## config.mk

```make
export PLATFORM = sky130hd
export DESIGN_NAME = sysmon_top
export DESIGN_NICKNAME = d
export VERILOG_FILES = /design/src/source/reg_pkg.sv /design/src/source/sysmon_pkg.sv /design/src/source/sysmon_regs.sv /design/src/source/drp_read_buffer.sv /design/src/source/sysmon_model.sv /design/src/source/sysmon_top.sv
export VERILOG_INCLUDE_DIRS = /design/src /design/src/source
export SDC_FILE = /design/constraint.sdc
export NUM_CORES = 2
export LEC_CHECK = 0
export CAP_MARGIN = 25
export CORE_MARGIN = 1
export CORE_UTILIZATION = 33
export CTS_BUF_LIST = sky130_fd_sc_hd__clkbuf_4 sky130_fd_sc_hd__clkbuf_8
export CTS_CLUSTER_DIAMETER = 30
export DETAILED_ROUTE_END_ITERATION = 12
export DONT_BUFFER_PORTS = 1
export PLACE_DENSITY_LB_ADDON = 0.05
export SLEW_MARGIN = 5
export SYNTH_ARGS = -nofsm -noshare
export SYNTH_HDL_FRONTEND = slang
export SYNTH_SLANG_ARGS = --single-unit
```

## constraint.sdc

```tcl
create_clock -name clk_usb -period 5.2 [get_ports clk_usb]
set_input_delay 1.04 -clock clk_usb [delete_from_list [all_inputs] [get_ports clk_usb]]
set_output_delay 1.04 -clock clk_usb [all_outputs]
set_load 0.02 [all_outputs]
```

## src/source/sysmon_config.svh

```systemverilog
`ifndef SYSMON_CONFIG_SVH
`define SYSMON_CONFIG_SVH

// host register addresses, one byte wide each
`define SYSMON_REG_DRP_ADDR     8'h30  // drp address, bit 7 = write
`define SYSMON_REG_DRP_DATA     8'h31  // drp data word, byte-wise
`define SYSMON_REG_STAT         8'h32  // held alarm flags

`define SYSMON_BYTECNT_SIZE     7      // byte index width on host bus

`define SYSMON_DRP_LATENCY      4      // den to drdy, in clk_usb cycles

// drp status slots, read only
`define SYSMON_DRP_TEMP         7'h00
`define SYSMON_DRP_VCCINT       7'h01
`define SYSMON_DRP_VCCAUX       7'h02
`define SYSMON_DRP_VBRAM        7'h06

// writable storage window
`define SYSMON_DRP_CFG_BASE     7'h40
`define SYSMON_DRP_CFG_LAST     7'h7F

// upper alarm thresholds
`define SYSMON_DRP_TEMP_UPPER   7'h50
`define SYSMON_DRP_VCCINT_UPPER 7'h51
`define SYSMON_DRP_VCCAUX_UPPER 7'h52
`define SYSMON_DRP_OT_UPPER     7'h53
`define SYSMON_DRP_VBRAM_UPPER  7'h58

// lower alarm thresholds
`define SYSMON_DRP_VCCINT_LOWER 7'h55
`define SYSMON_DRP_VCCAUX_LOWER 7'h56
`define SYSMON_DRP_VBRAM_LOWER  7'h5C

`endif

```

## src/source/reg_pkg.sv

```systemverilog
`include "sysmon_config.svh"

// types of the host byte-register bus
package reg_pkg;

  // register select from host
  typedef logic [7:0] reg_addr_t;

  // one data byte, either direction
  typedef logic [7:0] reg_byte_t;

  // byte position inside a multi-byte register
  typedef logic [`SYSMON_BYTECNT_SIZE-1:0] reg_bytecnt_t;

endpackage

```

## src/source/sysmon_pkg.sv

```systemverilog
// types shared across the drp link and the monitor model
package sysmon_pkg;

  typedef logic [6:0]  drp_addr_t;     // drp register address
  typedef logic [15:0] drp_data_t;     // drp data word
  typedef logic [11:0] sensor_code_t;  // raw conversion code, msb aligned in status word
  typedef logic [4:0]  alarm_vec_t;    // one bit per alarm source

  // alarm bit positions
  localparam int ALARM_OT        = 0;  // over-temperature
  localparam int ALARM_USER_TEMP = 1;  // user temperature
  localparam int ALARM_VCCINT    = 2;
  localparam int ALARM_VCCAUX    = 3;
  localparam int ALARM_VBRAM     = 4;

  // drp slave side of the model
  typedef enum logic {
    DRP_IDLE = 1'b0,  // accepting den
    DRP_BUSY = 1'b1   // counting latency, den dropped
  } drp_state_t;

endpackage

```

## src/source/sysmon_regs.sv

```systemverilog
`timescale 1ns/100ps
`include "sysmon_config.svh"

module sysmon_regs (
  input  logic                  clk_usb,
  input  logic                  reset_i,
  input  reg_pkg::reg_addr_t    reg_address,  // host register select
  input  reg_pkg::reg_bytecnt_t reg_bytecnt,  // byte within register
  input  reg_pkg::reg_byte_t    reg_datai,    // host write byte
  input  logic                  reg_read,     // read level
  input  logic                  reg_write,    // write strobe, one cycle
  input  sysmon_pkg::drp_data_t drp_result,   // last drp response word
  input  logic                  drp_pending,  // request outstanding
  input  sysmon_pkg::alarm_vec_t alarms,      // transient alarms from monitor
  output reg_pkg::reg_byte_t    reg_datao,    // host read byte
  output sysmon_pkg::drp_addr_t drp_addr,
  output sysmon_pkg::drp_data_t drp_din,
  output logic                  drp_den,
  output logic                  drp_dwe,
  output logic                  xadc_error
);
  import reg_pkg::*;
  import sysmon_pkg::*;

  alarm_vec_t alarm_hold;       // sticky alarm flags
  alarm_vec_t alarm_hold_next;
  logic       stat_clear;       // host write to STAT
  logic       addr_write;       // host write to DRP_ADDR, fires a request
  logic       data_write;       // host write to DRP_DATA

  // pick one byte of a drp word, out of range bytes read zero
  function automatic reg_byte_t word_byte(input drp_data_t word, input reg_bytecnt_t idx);
    reg_byte_t b;
    case (idx)
      reg_bytecnt_t'(0): b = word[7:0];
      reg_bytecnt_t'(1): b = word[15:8];
      default:           b = '0;
    endcase
    return b;
  endfunction

  assign stat_clear = reg_write && (reg_address == `SYSMON_REG_STAT);
  assign addr_write = reg_write && (reg_address == `SYSMON_REG_DRP_ADDR);
  assign data_write = reg_write && (reg_address == `SYSMON_REG_DRP_DATA);

  // host read mux, combinational
  always_comb begin
    reg_datao = '0;
    if (reg_read) begin
      case (reg_address)
        `SYSMON_REG_DRP_ADDR: reg_datao = {drp_pending, drp_addr};  // poll bit on top
        `SYSMON_REG_DRP_DATA: reg_datao = word_byte(drp_result, reg_bytecnt);
        `SYSMON_REG_STAT:     reg_datao = {3'b000, alarm_hold};
        default:              reg_datao = '0;  // unmapped
      endcase
    end
  end

  // pending write word, built byte by byte
  always_ff @(posedge clk_usb) begin
    if (data_write) begin
      case (reg_bytecnt)
        reg_bytecnt_t'(0): drp_din[7:0]  <= reg_datai;
        reg_bytecnt_t'(1): drp_din[15:8] <= reg_datai;
        default: ;  // bytes past the word ignored
      endcase
    end
  end

  // drp address latched with the request
  always_ff @(posedge clk_usb) begin
    if (addr_write) begin
      drp_addr <= reg_datai[6:0];
    end
  end

  // single-cycle request, one cycle after the host write
  always_ff @(posedge clk_usb) begin
    if (reset_i) begin
      drp_den <= 1'b0;
      drp_dwe <= 1'b0;
    end else begin
      drp_den <= addr_write;
      drp_dwe <= addr_write && reg_datai[7];  // msb selects write
    end
  end

  // clear has priority, a live alarm sets again next cycle
  assign alarm_hold_next = stat_clear ? '0 : (alarm_hold | alarms);

  always_ff @(posedge clk_usb) begin
    if (reset_i) begin
      alarm_hold <= '0;
      xadc_error <= 1'b0;
    end else begin
      alarm_hold <= alarm_hold_next;
      xadc_error <= |alarm_hold_next;  // tracks held flags same cycle
    end
  end

endmodule

```

## src/source/drp_read_buffer.sv

```systemverilog
`timescale 1ns/100ps

module drp_read_buffer (
  input  logic                  clk_usb,
  input  logic                  reset_i,
  input  logic                  drp_den,     // request start
  input  logic                  drp_drdy,    // response pulse from monitor
  input  sysmon_pkg::drp_data_t drp_dout,    // response word, valid with drdy
  output sysmon_pkg::drp_data_t drp_result,  // held copy for host reads
  output logic                  drp_pending  // set from den to drdy
);

  // drdy lasts one cycle, keep the word until the next response
  always_ff @(posedge clk_usb) begin
    if (drp_drdy) begin
      drp_result <= drp_dout;
    end
  end

  // outstanding request flag
  always_ff @(posedge clk_usb) begin
    if (reset_i) begin
      drp_pending <= 1'b0;
    end else if (drp_den) begin
      drp_pending <= 1'b1;  // new request, even on top of a pending one
    end else if (drp_drdy) begin
      drp_pending <= 1'b0;  // result word valid from here
    end
  end

endmodule

```

## src/source/sysmon_model.sv

```systemverilog
`timescale 1ns/100ps
`include "sysmon_config.svh"

module sysmon_model (
  input  logic                     clk_usb,
  input  logic                     reset_i,
  input  sysmon_pkg::drp_addr_t    drp_addr,
  input  sysmon_pkg::drp_data_t    drp_din,
  input  logic                     drp_den,
  input  logic                     drp_dwe,
  input  sysmon_pkg::sensor_code_t temp_code,
  input  sysmon_pkg::sensor_code_t vccint_code,
  input  sysmon_pkg::sensor_code_t vccaux_code,
  input  sysmon_pkg::sensor_code_t vbram_code,
  output sysmon_pkg::drp_data_t    drp_dout,
  output logic                     drp_drdy,
  output sysmon_pkg::alarm_vec_t   alarms
);
  import sysmon_pkg::*;

  localparam int LAT_CNT_W = $clog2(`SYSMON_DRP_LATENCY);

  drp_state_t           state;
  logic [LAT_CNT_W-1:0] lat_cnt;    // cycles left before drdy
  logic                 req_done;   // last busy cycle
  drp_addr_t            req_addr;   // request captured at den
  drp_data_t            req_din;
  logic                 req_dwe;
  drp_data_t            rd_word;
  drp_data_t            temp_word;  // codes placed in upper 12 bits
  drp_data_t            vccint_word;
  drp_data_t            vccaux_word;
  drp_data_t            vbram_word;
  drp_data_t            stat_temp;  // status slots
  drp_data_t            stat_vccint;
  drp_data_t            stat_vccaux;
  drp_data_t            stat_vbram;
  drp_data_t            cfg_mem [`SYSMON_DRP_CFG_BASE:`SYSMON_DRP_CFG_LAST];

  // thresholds open wide out of reset, so nothing trips
  function automatic drp_data_t cfg_reset_word(input drp_addr_t addr);
    drp_data_t w;
    case (addr)
      `SYSMON_DRP_TEMP_UPPER, `SYSMON_DRP_VCCINT_UPPER, `SYSMON_DRP_VCCAUX_UPPER,
      `SYSMON_DRP_OT_UPPER, `SYSMON_DRP_VBRAM_UPPER: w = '1;
      default: w = '0;  // lower thresholds and spare storage
    endcase
    return w;
  endfunction

  assign temp_word   = {temp_code, 4'h0};
  assign vccint_word = {vccint_code, 4'h0};
  assign vccaux_word = {vccaux_code, 4'h0};
  assign vbram_word  = {vbram_code, 4'h0};

  // sensors sampled every cycle
  always_ff @(posedge clk_usb) begin
    stat_temp   <= temp_word;
    stat_vccint <= vccint_word;
    stat_vccaux <= vccaux_word;
    stat_vbram  <= vbram_word;
  end

  // drp slave fsm, den while busy is dropped
  always_ff @(posedge clk_usb) begin
    if (reset_i) begin
      state    <= DRP_IDLE;
      lat_cnt  <= '0;
      drp_drdy <= 1'b0;
    end else begin
      drp_drdy <= 1'b0;
      case (state)
        DRP_IDLE: if (drp_den) begin
          state   <= DRP_BUSY;
          lat_cnt <= LAT_CNT_W'(`SYSMON_DRP_LATENCY - 2);  // drdy lands latency after den
        end
        DRP_BUSY: if (req_done) begin
          state    <= DRP_IDLE;
          drp_drdy <= 1'b1;
        end else begin
          lat_cnt <= lat_cnt - 1'b1;
        end
        default: state <= DRP_IDLE;
      endcase
    end
  end

  assign req_done = (state == DRP_BUSY) && (lat_cnt == '0);

  always_ff @(posedge clk_usb) begin
    if ((state == DRP_IDLE) && drp_den) begin
      req_addr <= drp_addr;
      req_din  <= drp_din;
      req_dwe  <= drp_dwe;
    end
  end

  // read side, status slots below 0x40, storage above
  always_comb begin
    rd_word = '0;
    if (req_addr[6]) begin
      rd_word = cfg_mem[req_addr];
    end else begin
      case (req_addr)
        `SYSMON_DRP_TEMP:   rd_word = stat_temp;
        `SYSMON_DRP_VCCINT: rd_word = stat_vccint;
        `SYSMON_DRP_VCCAUX: rd_word = stat_vccaux;
        `SYSMON_DRP_VBRAM:  rd_word = stat_vbram;
        default:            rd_word = '0;  // unused read-only slots
      endcase
    end
  end

  always_ff @(posedge clk_usb) begin
    if (req_done) begin
      drp_dout <= rd_word;  // presented with drdy
    end
  end

  // storage, write lands in the drdy cycle, status slots not writable
  always_ff @(posedge clk_usb) begin
    if (reset_i) begin
      for (int i = `SYSMON_DRP_CFG_BASE; i <= `SYSMON_DRP_CFG_LAST; i++) begin
        cfg_mem[i] <= cfg_reset_word(drp_addr_t'(i));
      end
    end else if (req_done && req_dwe && req_addr[6]) begin
      cfg_mem[req_addr] <= req_din;
    end
  end

  // alarm compare, one cycle behind code or threshold
  always_ff @(posedge clk_usb) begin
    if (reset_i) begin
      alarms <= '0;
    end else begin
      alarms[ALARM_OT]        <= temp_word > cfg_mem[`SYSMON_DRP_OT_UPPER];
      alarms[ALARM_USER_TEMP] <= temp_word > cfg_mem[`SYSMON_DRP_TEMP_UPPER];
      alarms[ALARM_VCCINT]    <= (vccint_word > cfg_mem[`SYSMON_DRP_VCCINT_UPPER]) ||
                                 (vccint_word < cfg_mem[`SYSMON_DRP_VCCINT_LOWER]);
      alarms[ALARM_VCCAUX]    <= (vccaux_word > cfg_mem[`SYSMON_DRP_VCCAUX_UPPER]) ||
                                 (vccaux_word < cfg_mem[`SYSMON_DRP_VCCAUX_LOWER]);
      alarms[ALARM_VBRAM]     <= (vbram_word > cfg_mem[`SYSMON_DRP_VBRAM_UPPER]) ||
                                 (vbram_word < cfg_mem[`SYSMON_DRP_VBRAM_LOWER]);
    end
  end

endmodule

```

## src/source/sysmon_top.sv

```systemverilog
`timescale 1ns/100ps

module sysmon_top (
  input  logic                     clk_usb,
  input  logic                     reset_i,
  input  reg_pkg::reg_addr_t       reg_address,  // host bus
  input  reg_pkg::reg_bytecnt_t    reg_bytecnt,
  input  reg_pkg::reg_byte_t       reg_datai,
  input  logic                     reg_read,
  input  logic                     reg_write,
  input  sysmon_pkg::sensor_code_t temp_code,    // sensor codes into the model
  input  sysmon_pkg::sensor_code_t vccint_code,
  input  sysmon_pkg::sensor_code_t vccaux_code,
  input  sysmon_pkg::sensor_code_t vbram_code,
  output reg_pkg::reg_byte_t       reg_datao,
  output logic                     xadc_error    // any held alarm
);
  import sysmon_pkg::*;

  drp_addr_t  drp_addr;
  drp_data_t  drp_din;
  logic       drp_den;
  logic       drp_dwe;
  drp_data_t  drp_dout;
  logic       drp_drdy;
  drp_data_t  drp_result;   // buffered response
  logic       drp_pending;
  alarm_vec_t alarms;       // raw, not yet held

  sysmon_regs u_sysmon_regs (
    .clk_usb     (clk_usb),
    .reset_i     (reset_i),
    .reg_address (reg_address),
    .reg_bytecnt (reg_bytecnt),
    .reg_datai   (reg_datai),
    .reg_read    (reg_read),
    .reg_write   (reg_write),
    .drp_result  (drp_result),
    .drp_pending (drp_pending),
    .alarms      (alarms),
    .reg_datao   (reg_datao),
    .drp_addr    (drp_addr),
    .drp_din     (drp_din),
    .drp_den     (drp_den),
    .drp_dwe     (drp_dwe),
    .xadc_error  (xadc_error)
  );

  drp_read_buffer u_drp_read_buffer (
    .clk_usb     (clk_usb),
    .reset_i     (reset_i),
    .drp_den     (drp_den),
    .drp_drdy    (drp_drdy),
    .drp_dout    (drp_dout),
    .drp_result  (drp_result),
    .drp_pending (drp_pending)
  );

  sysmon_model u_sysmon_model (
    .clk_usb     (clk_usb),
    .reset_i     (reset_i),
    .drp_addr    (drp_addr),
    .drp_din     (drp_din),
    .drp_den     (drp_den),
    .drp_dwe     (drp_dwe),
    .temp_code   (temp_code),
    .vccint_code (vccint_code),
    .vccaux_code (vccaux_code),
    .vbram_code  (vbram_code),
    .drp_dout    (drp_dout),
    .drp_drdy    (drp_drdy),
    .alarms      (alarms)
  );

endmodule

```

==> impl_results.md <==
- Final setup viols: 0
- GP Congestion: 0.836
- Asr flop ratio synth: 0%
- Initial core utilization: 33.2%
- Commonest non-fill, non-tap cell in the layout: edfxtp_1
- Outcome: finished clean
- Drt wl/cell: 29.6 um
- First-pass GRT wire length: 259 mm
- Post-synth EDFFs: approximately 1100
- Synthesized area: ~54000 sq um
- Total internal power: 19.4 mW
- H-tree levels: 5
- Clock root buffer: clkbuf_8
- IO Port Bufs: 0
- Post-Synth Adder-Cell Area: 2.25%
- Via count: 31800
- Sum Neg Setup Slack: 0 ns
- Comb pwr share: 2.2%
- Tot Pwr: around 25 mW
- Synth Area in Simple Gates: 14.7%
- Inserted Clock Buffers: 332
- Distinct cells, synth: 50
- Crit path max-delay family: simple AND/OR/NAND/NOR gates
- Sequential group share of total power: 43.1%
- Tcrit/Tclk final: 72.6%
- DRC errors left: 0
- Vias/cell: roughly 5.1
- VDD IR-drop max: 263 uV
- GRT Util Overall: a little under a quarter
- TritonCTS clock tree: built
- Largest net degree at the start of global routing: 80
- RSZ-0062 raised after global routing: no
- Fmax: 0.265 GHz
- Worst-margin pin slew: approximately 1.1 ns
- Mapped Cells: 3577
- Core ar.: 163000 sq um
- Initial antenna violation count: 16
- CP bufs+invs: 0
- DRT iter0 DRCs: 2946
- CTS clock-pin slew for the worst setup and hold paths: 0.05 ns
- PwrDens: 385 nW/um^2
- Final hold vios: 0
- Cell Rows: about 150
- Crit path capture type: output port
- Congestion Overflow GR: 0
- Die Area: roughly 170000 sq um
- CTS sink count: ~1200
- Number of global-route vias before repair: 33400
- Synthesis-to-layout area growth: 19.4%
- CP Class: primary input to output port
- R2R cell count: 7
- Worst hold path class: primary input to flop
- Setup slack after layout: 1.42 ns
- Period minus WS final: 3.78 ns
- Ratio of cells with drive above 1 in the final layout: 25.6%
- RR Startpoint: u_sysmon_model.req_addr[1]
- MaxCap Viol Count: 0
- Io pins: 84
- Routed wire length: 185 mm
- Yosys Warn Count: 0
- Reg2reg setup slack: 1.71 ns
- #FFs+latches synth: 1175
- Post-CTS Setup Inserts: 0
- Sw Share: 21.6%
- Mux contribution to synthesized area: a little over an eighth
- Worst Path Required: 4.16 ns
- Crit path max fanout: 9
- Die Wd: 407 um
- Post-Syn Nets: 3749
- Hold EP: u_sysmon_regs.drp_addr[6]
- Crit path DAT: 2.74 ns
- PostCTS Resize Cnt: 0
- Mean area per synthesized cell: 15.1 sq um
- Register area share after synthesis: ~64%
- Setup slack after placement: approximately 1.2 ns
- Final #Nets: 3981
- Ys flop type: edfxtp_1
- Slowest cell on crit path: nor3_1
- Startpoint types: primary input
- Most frequent cells in the layout: edfxtp_1 (1103), and2_1 (950), clkbuf_8 (348), mux4_2 (278), buf_4 (126)
- Largest family of logic cells by synthesized area: simple AND/OR/NAND/NOR gates
- Clk buf depth: 4
- Compound-Gate Fraction of Synth Area: ~2.8%
- Final Slew Violations: 0
- Worst Hold Depth: 0
- Relative slew slack: between 20% and 30%
- Fill cells: 15100
- Psw: 5.36 mW
- Synth Area in XOR/XNOR: 0%
- Reg2reg end: u_sysmon_model.cfg_mem[67][12]
- Chip Height: 407 um
- Max Clock Skew: ~0.07 ns
- Largest stage delay, worst path: 0.67 ns
- Antenna-violating nets left: 0
- Worst path cell trace: nor2_1 > nand4_1 > nor3_1 > a22oi_1 > a21oi_1
- Detailed Routing Iterations Pass 1: 5
- Clk_lat worst skew: 1.00 ns
- Clock share of power: 54.7%
- Post-DP HPWL: 121 mm
- Lkg Pwr: approximately 24 nW
- Hold path start: reg_datai[6]
-- state kept, by name, indices dropped and copies added (netlist names), named ones only --
name	flops
u_sysmon_regs.drp_den	1
u_sysmon_model.lat_cnt	2
u_sysmon_model.state	1
u_sysmon_model.alarms	5
u_sysmon_model.stat_vbram	12
u_sysmon_model.stat_vccint	12
u_sysmon_model.drp_dout	16
u_sysmon_regs.drp_addr	7
u_sysmon_regs.xadc_error	1
u_sysmon_model.req_din	16
u_sysmon_regs.drp_dwe	1
u_sysmon_model.stat_temp	12
u_sysmon_model.req_addr	7
u_drp_read_buffer.drp_result	16
u_sysmon_model.cfg_mem	1024
u_sysmon_regs.alarm_hold	5
u_sysmon_model.stat_vccaux	12
u_sysmon_model.drp_drdy	1
u_sysmon_model.req_dwe	1
u_sysmon_regs.drp_din	16
u_drp_read_buffer.drp_pending	1
-- metal layers --
metal  share of wire, %  global-route usage [%]  vias up
li1                   -                       -    13800
met4                2.6                    6.63        0
met1                 44                    30.3    16700
met5                  0                       0        -
met3                5.3                    4.27      254
met2                 48                    36.9     1044
-- final cells by class --
type | count | area, sq um | share of cell area, %
Antenna cell | 16 | 40.0 | 0.0621
Clock buffer | 383 | 5050 | 7.84
Clock inverter | 194 | 2140 | 3.32
Inverter | 101 | 379 | 0.588
Multi-Input combinational cell | 2010 | 17800 | 27.6
Sequential cell | 1175 | 34600 | 53.6
Tap cell | 2175 | 2720 | 4.22
Timing Repair Buffer | 189 | 1750 | 2.71
-- kinds of logic after synthesis --
group           count (synthesis)
compound gates                221
fa+ha+maj                      97
buf+inv                       392
flops                        1175
mux                           363
simple gates                 1329
-- cells in the mapped netlist (22+ instances only) --
master	instances	area, sq um
or2_2	60	375
a21o_1	32	240
a21oi_1	39	195
inv_1	101	379
o22ai_1	26	163
clkbuf_1	208	781
or3_1	81	507
a22oi_1	45	338
nand2_1	37	139
nor2_1	105	394
mux2i_1	65	651
buf_2	31	155
buf_1	25	93.8
o21ai_0	22	110
and2_1	950	5940
ha_1	97	1210
dfxtp_1	72	1440
mux4_2	278	6260
edfxtp_1	1103	33100
-- worst max-delay path by stage --
stage	start	endpoint	slack [ns]	cells past startpoint
after global placement	reset_i	u_sysmon_model.cfg_mem[85][9]	0.88	5
after CTS	reg_address[3]	reg_datao[1]	1.48	5
after detailed placement	reset_i	u_sysmon_model.cfg_mem[67][2]	1.24	7
after floorplan	reg_address[7]	reg_datao[0]	1.79	5
after global routing	reg_address[3]	reg_datao[2]	1.31	5
final	reg_address[3]	reg_datao[1]	1.42	5
-- per-stage QoR --
stage	area (sq um)	hold slack, ns	std cells	util [%]
2_1_floorplan	54000	0.386	3577	-
3_3_place_gp	56700	0.403	5599	34.9
3_5_place_dp	56800	0.405	5602	34.9
4_1_cts	64400	0.0155	6227	39.6
5_1_grt	64400	0.0302	6230	39.6
6_report	64500	0.132	6243	39.7
-- power groups by stage --
stage	registers [mW]	logic (mW)	clock network, mW
finish	10.7	0.546	13.6
global route	10.7	0.587	14.3
CTS	10.7	0.561	13.8
detailed placement	10.9	0.524	0
global placement	10.9	0.515	0
floorplan	10.8	0.331	0
-- repair_timing --
item                                    in CTS  in global routing
endpoints found under the hold margin       48                  0
hold buffers                                48                  0
endpoints found under the setup margin       0                  0
Power figures use the tool's default switching activity.
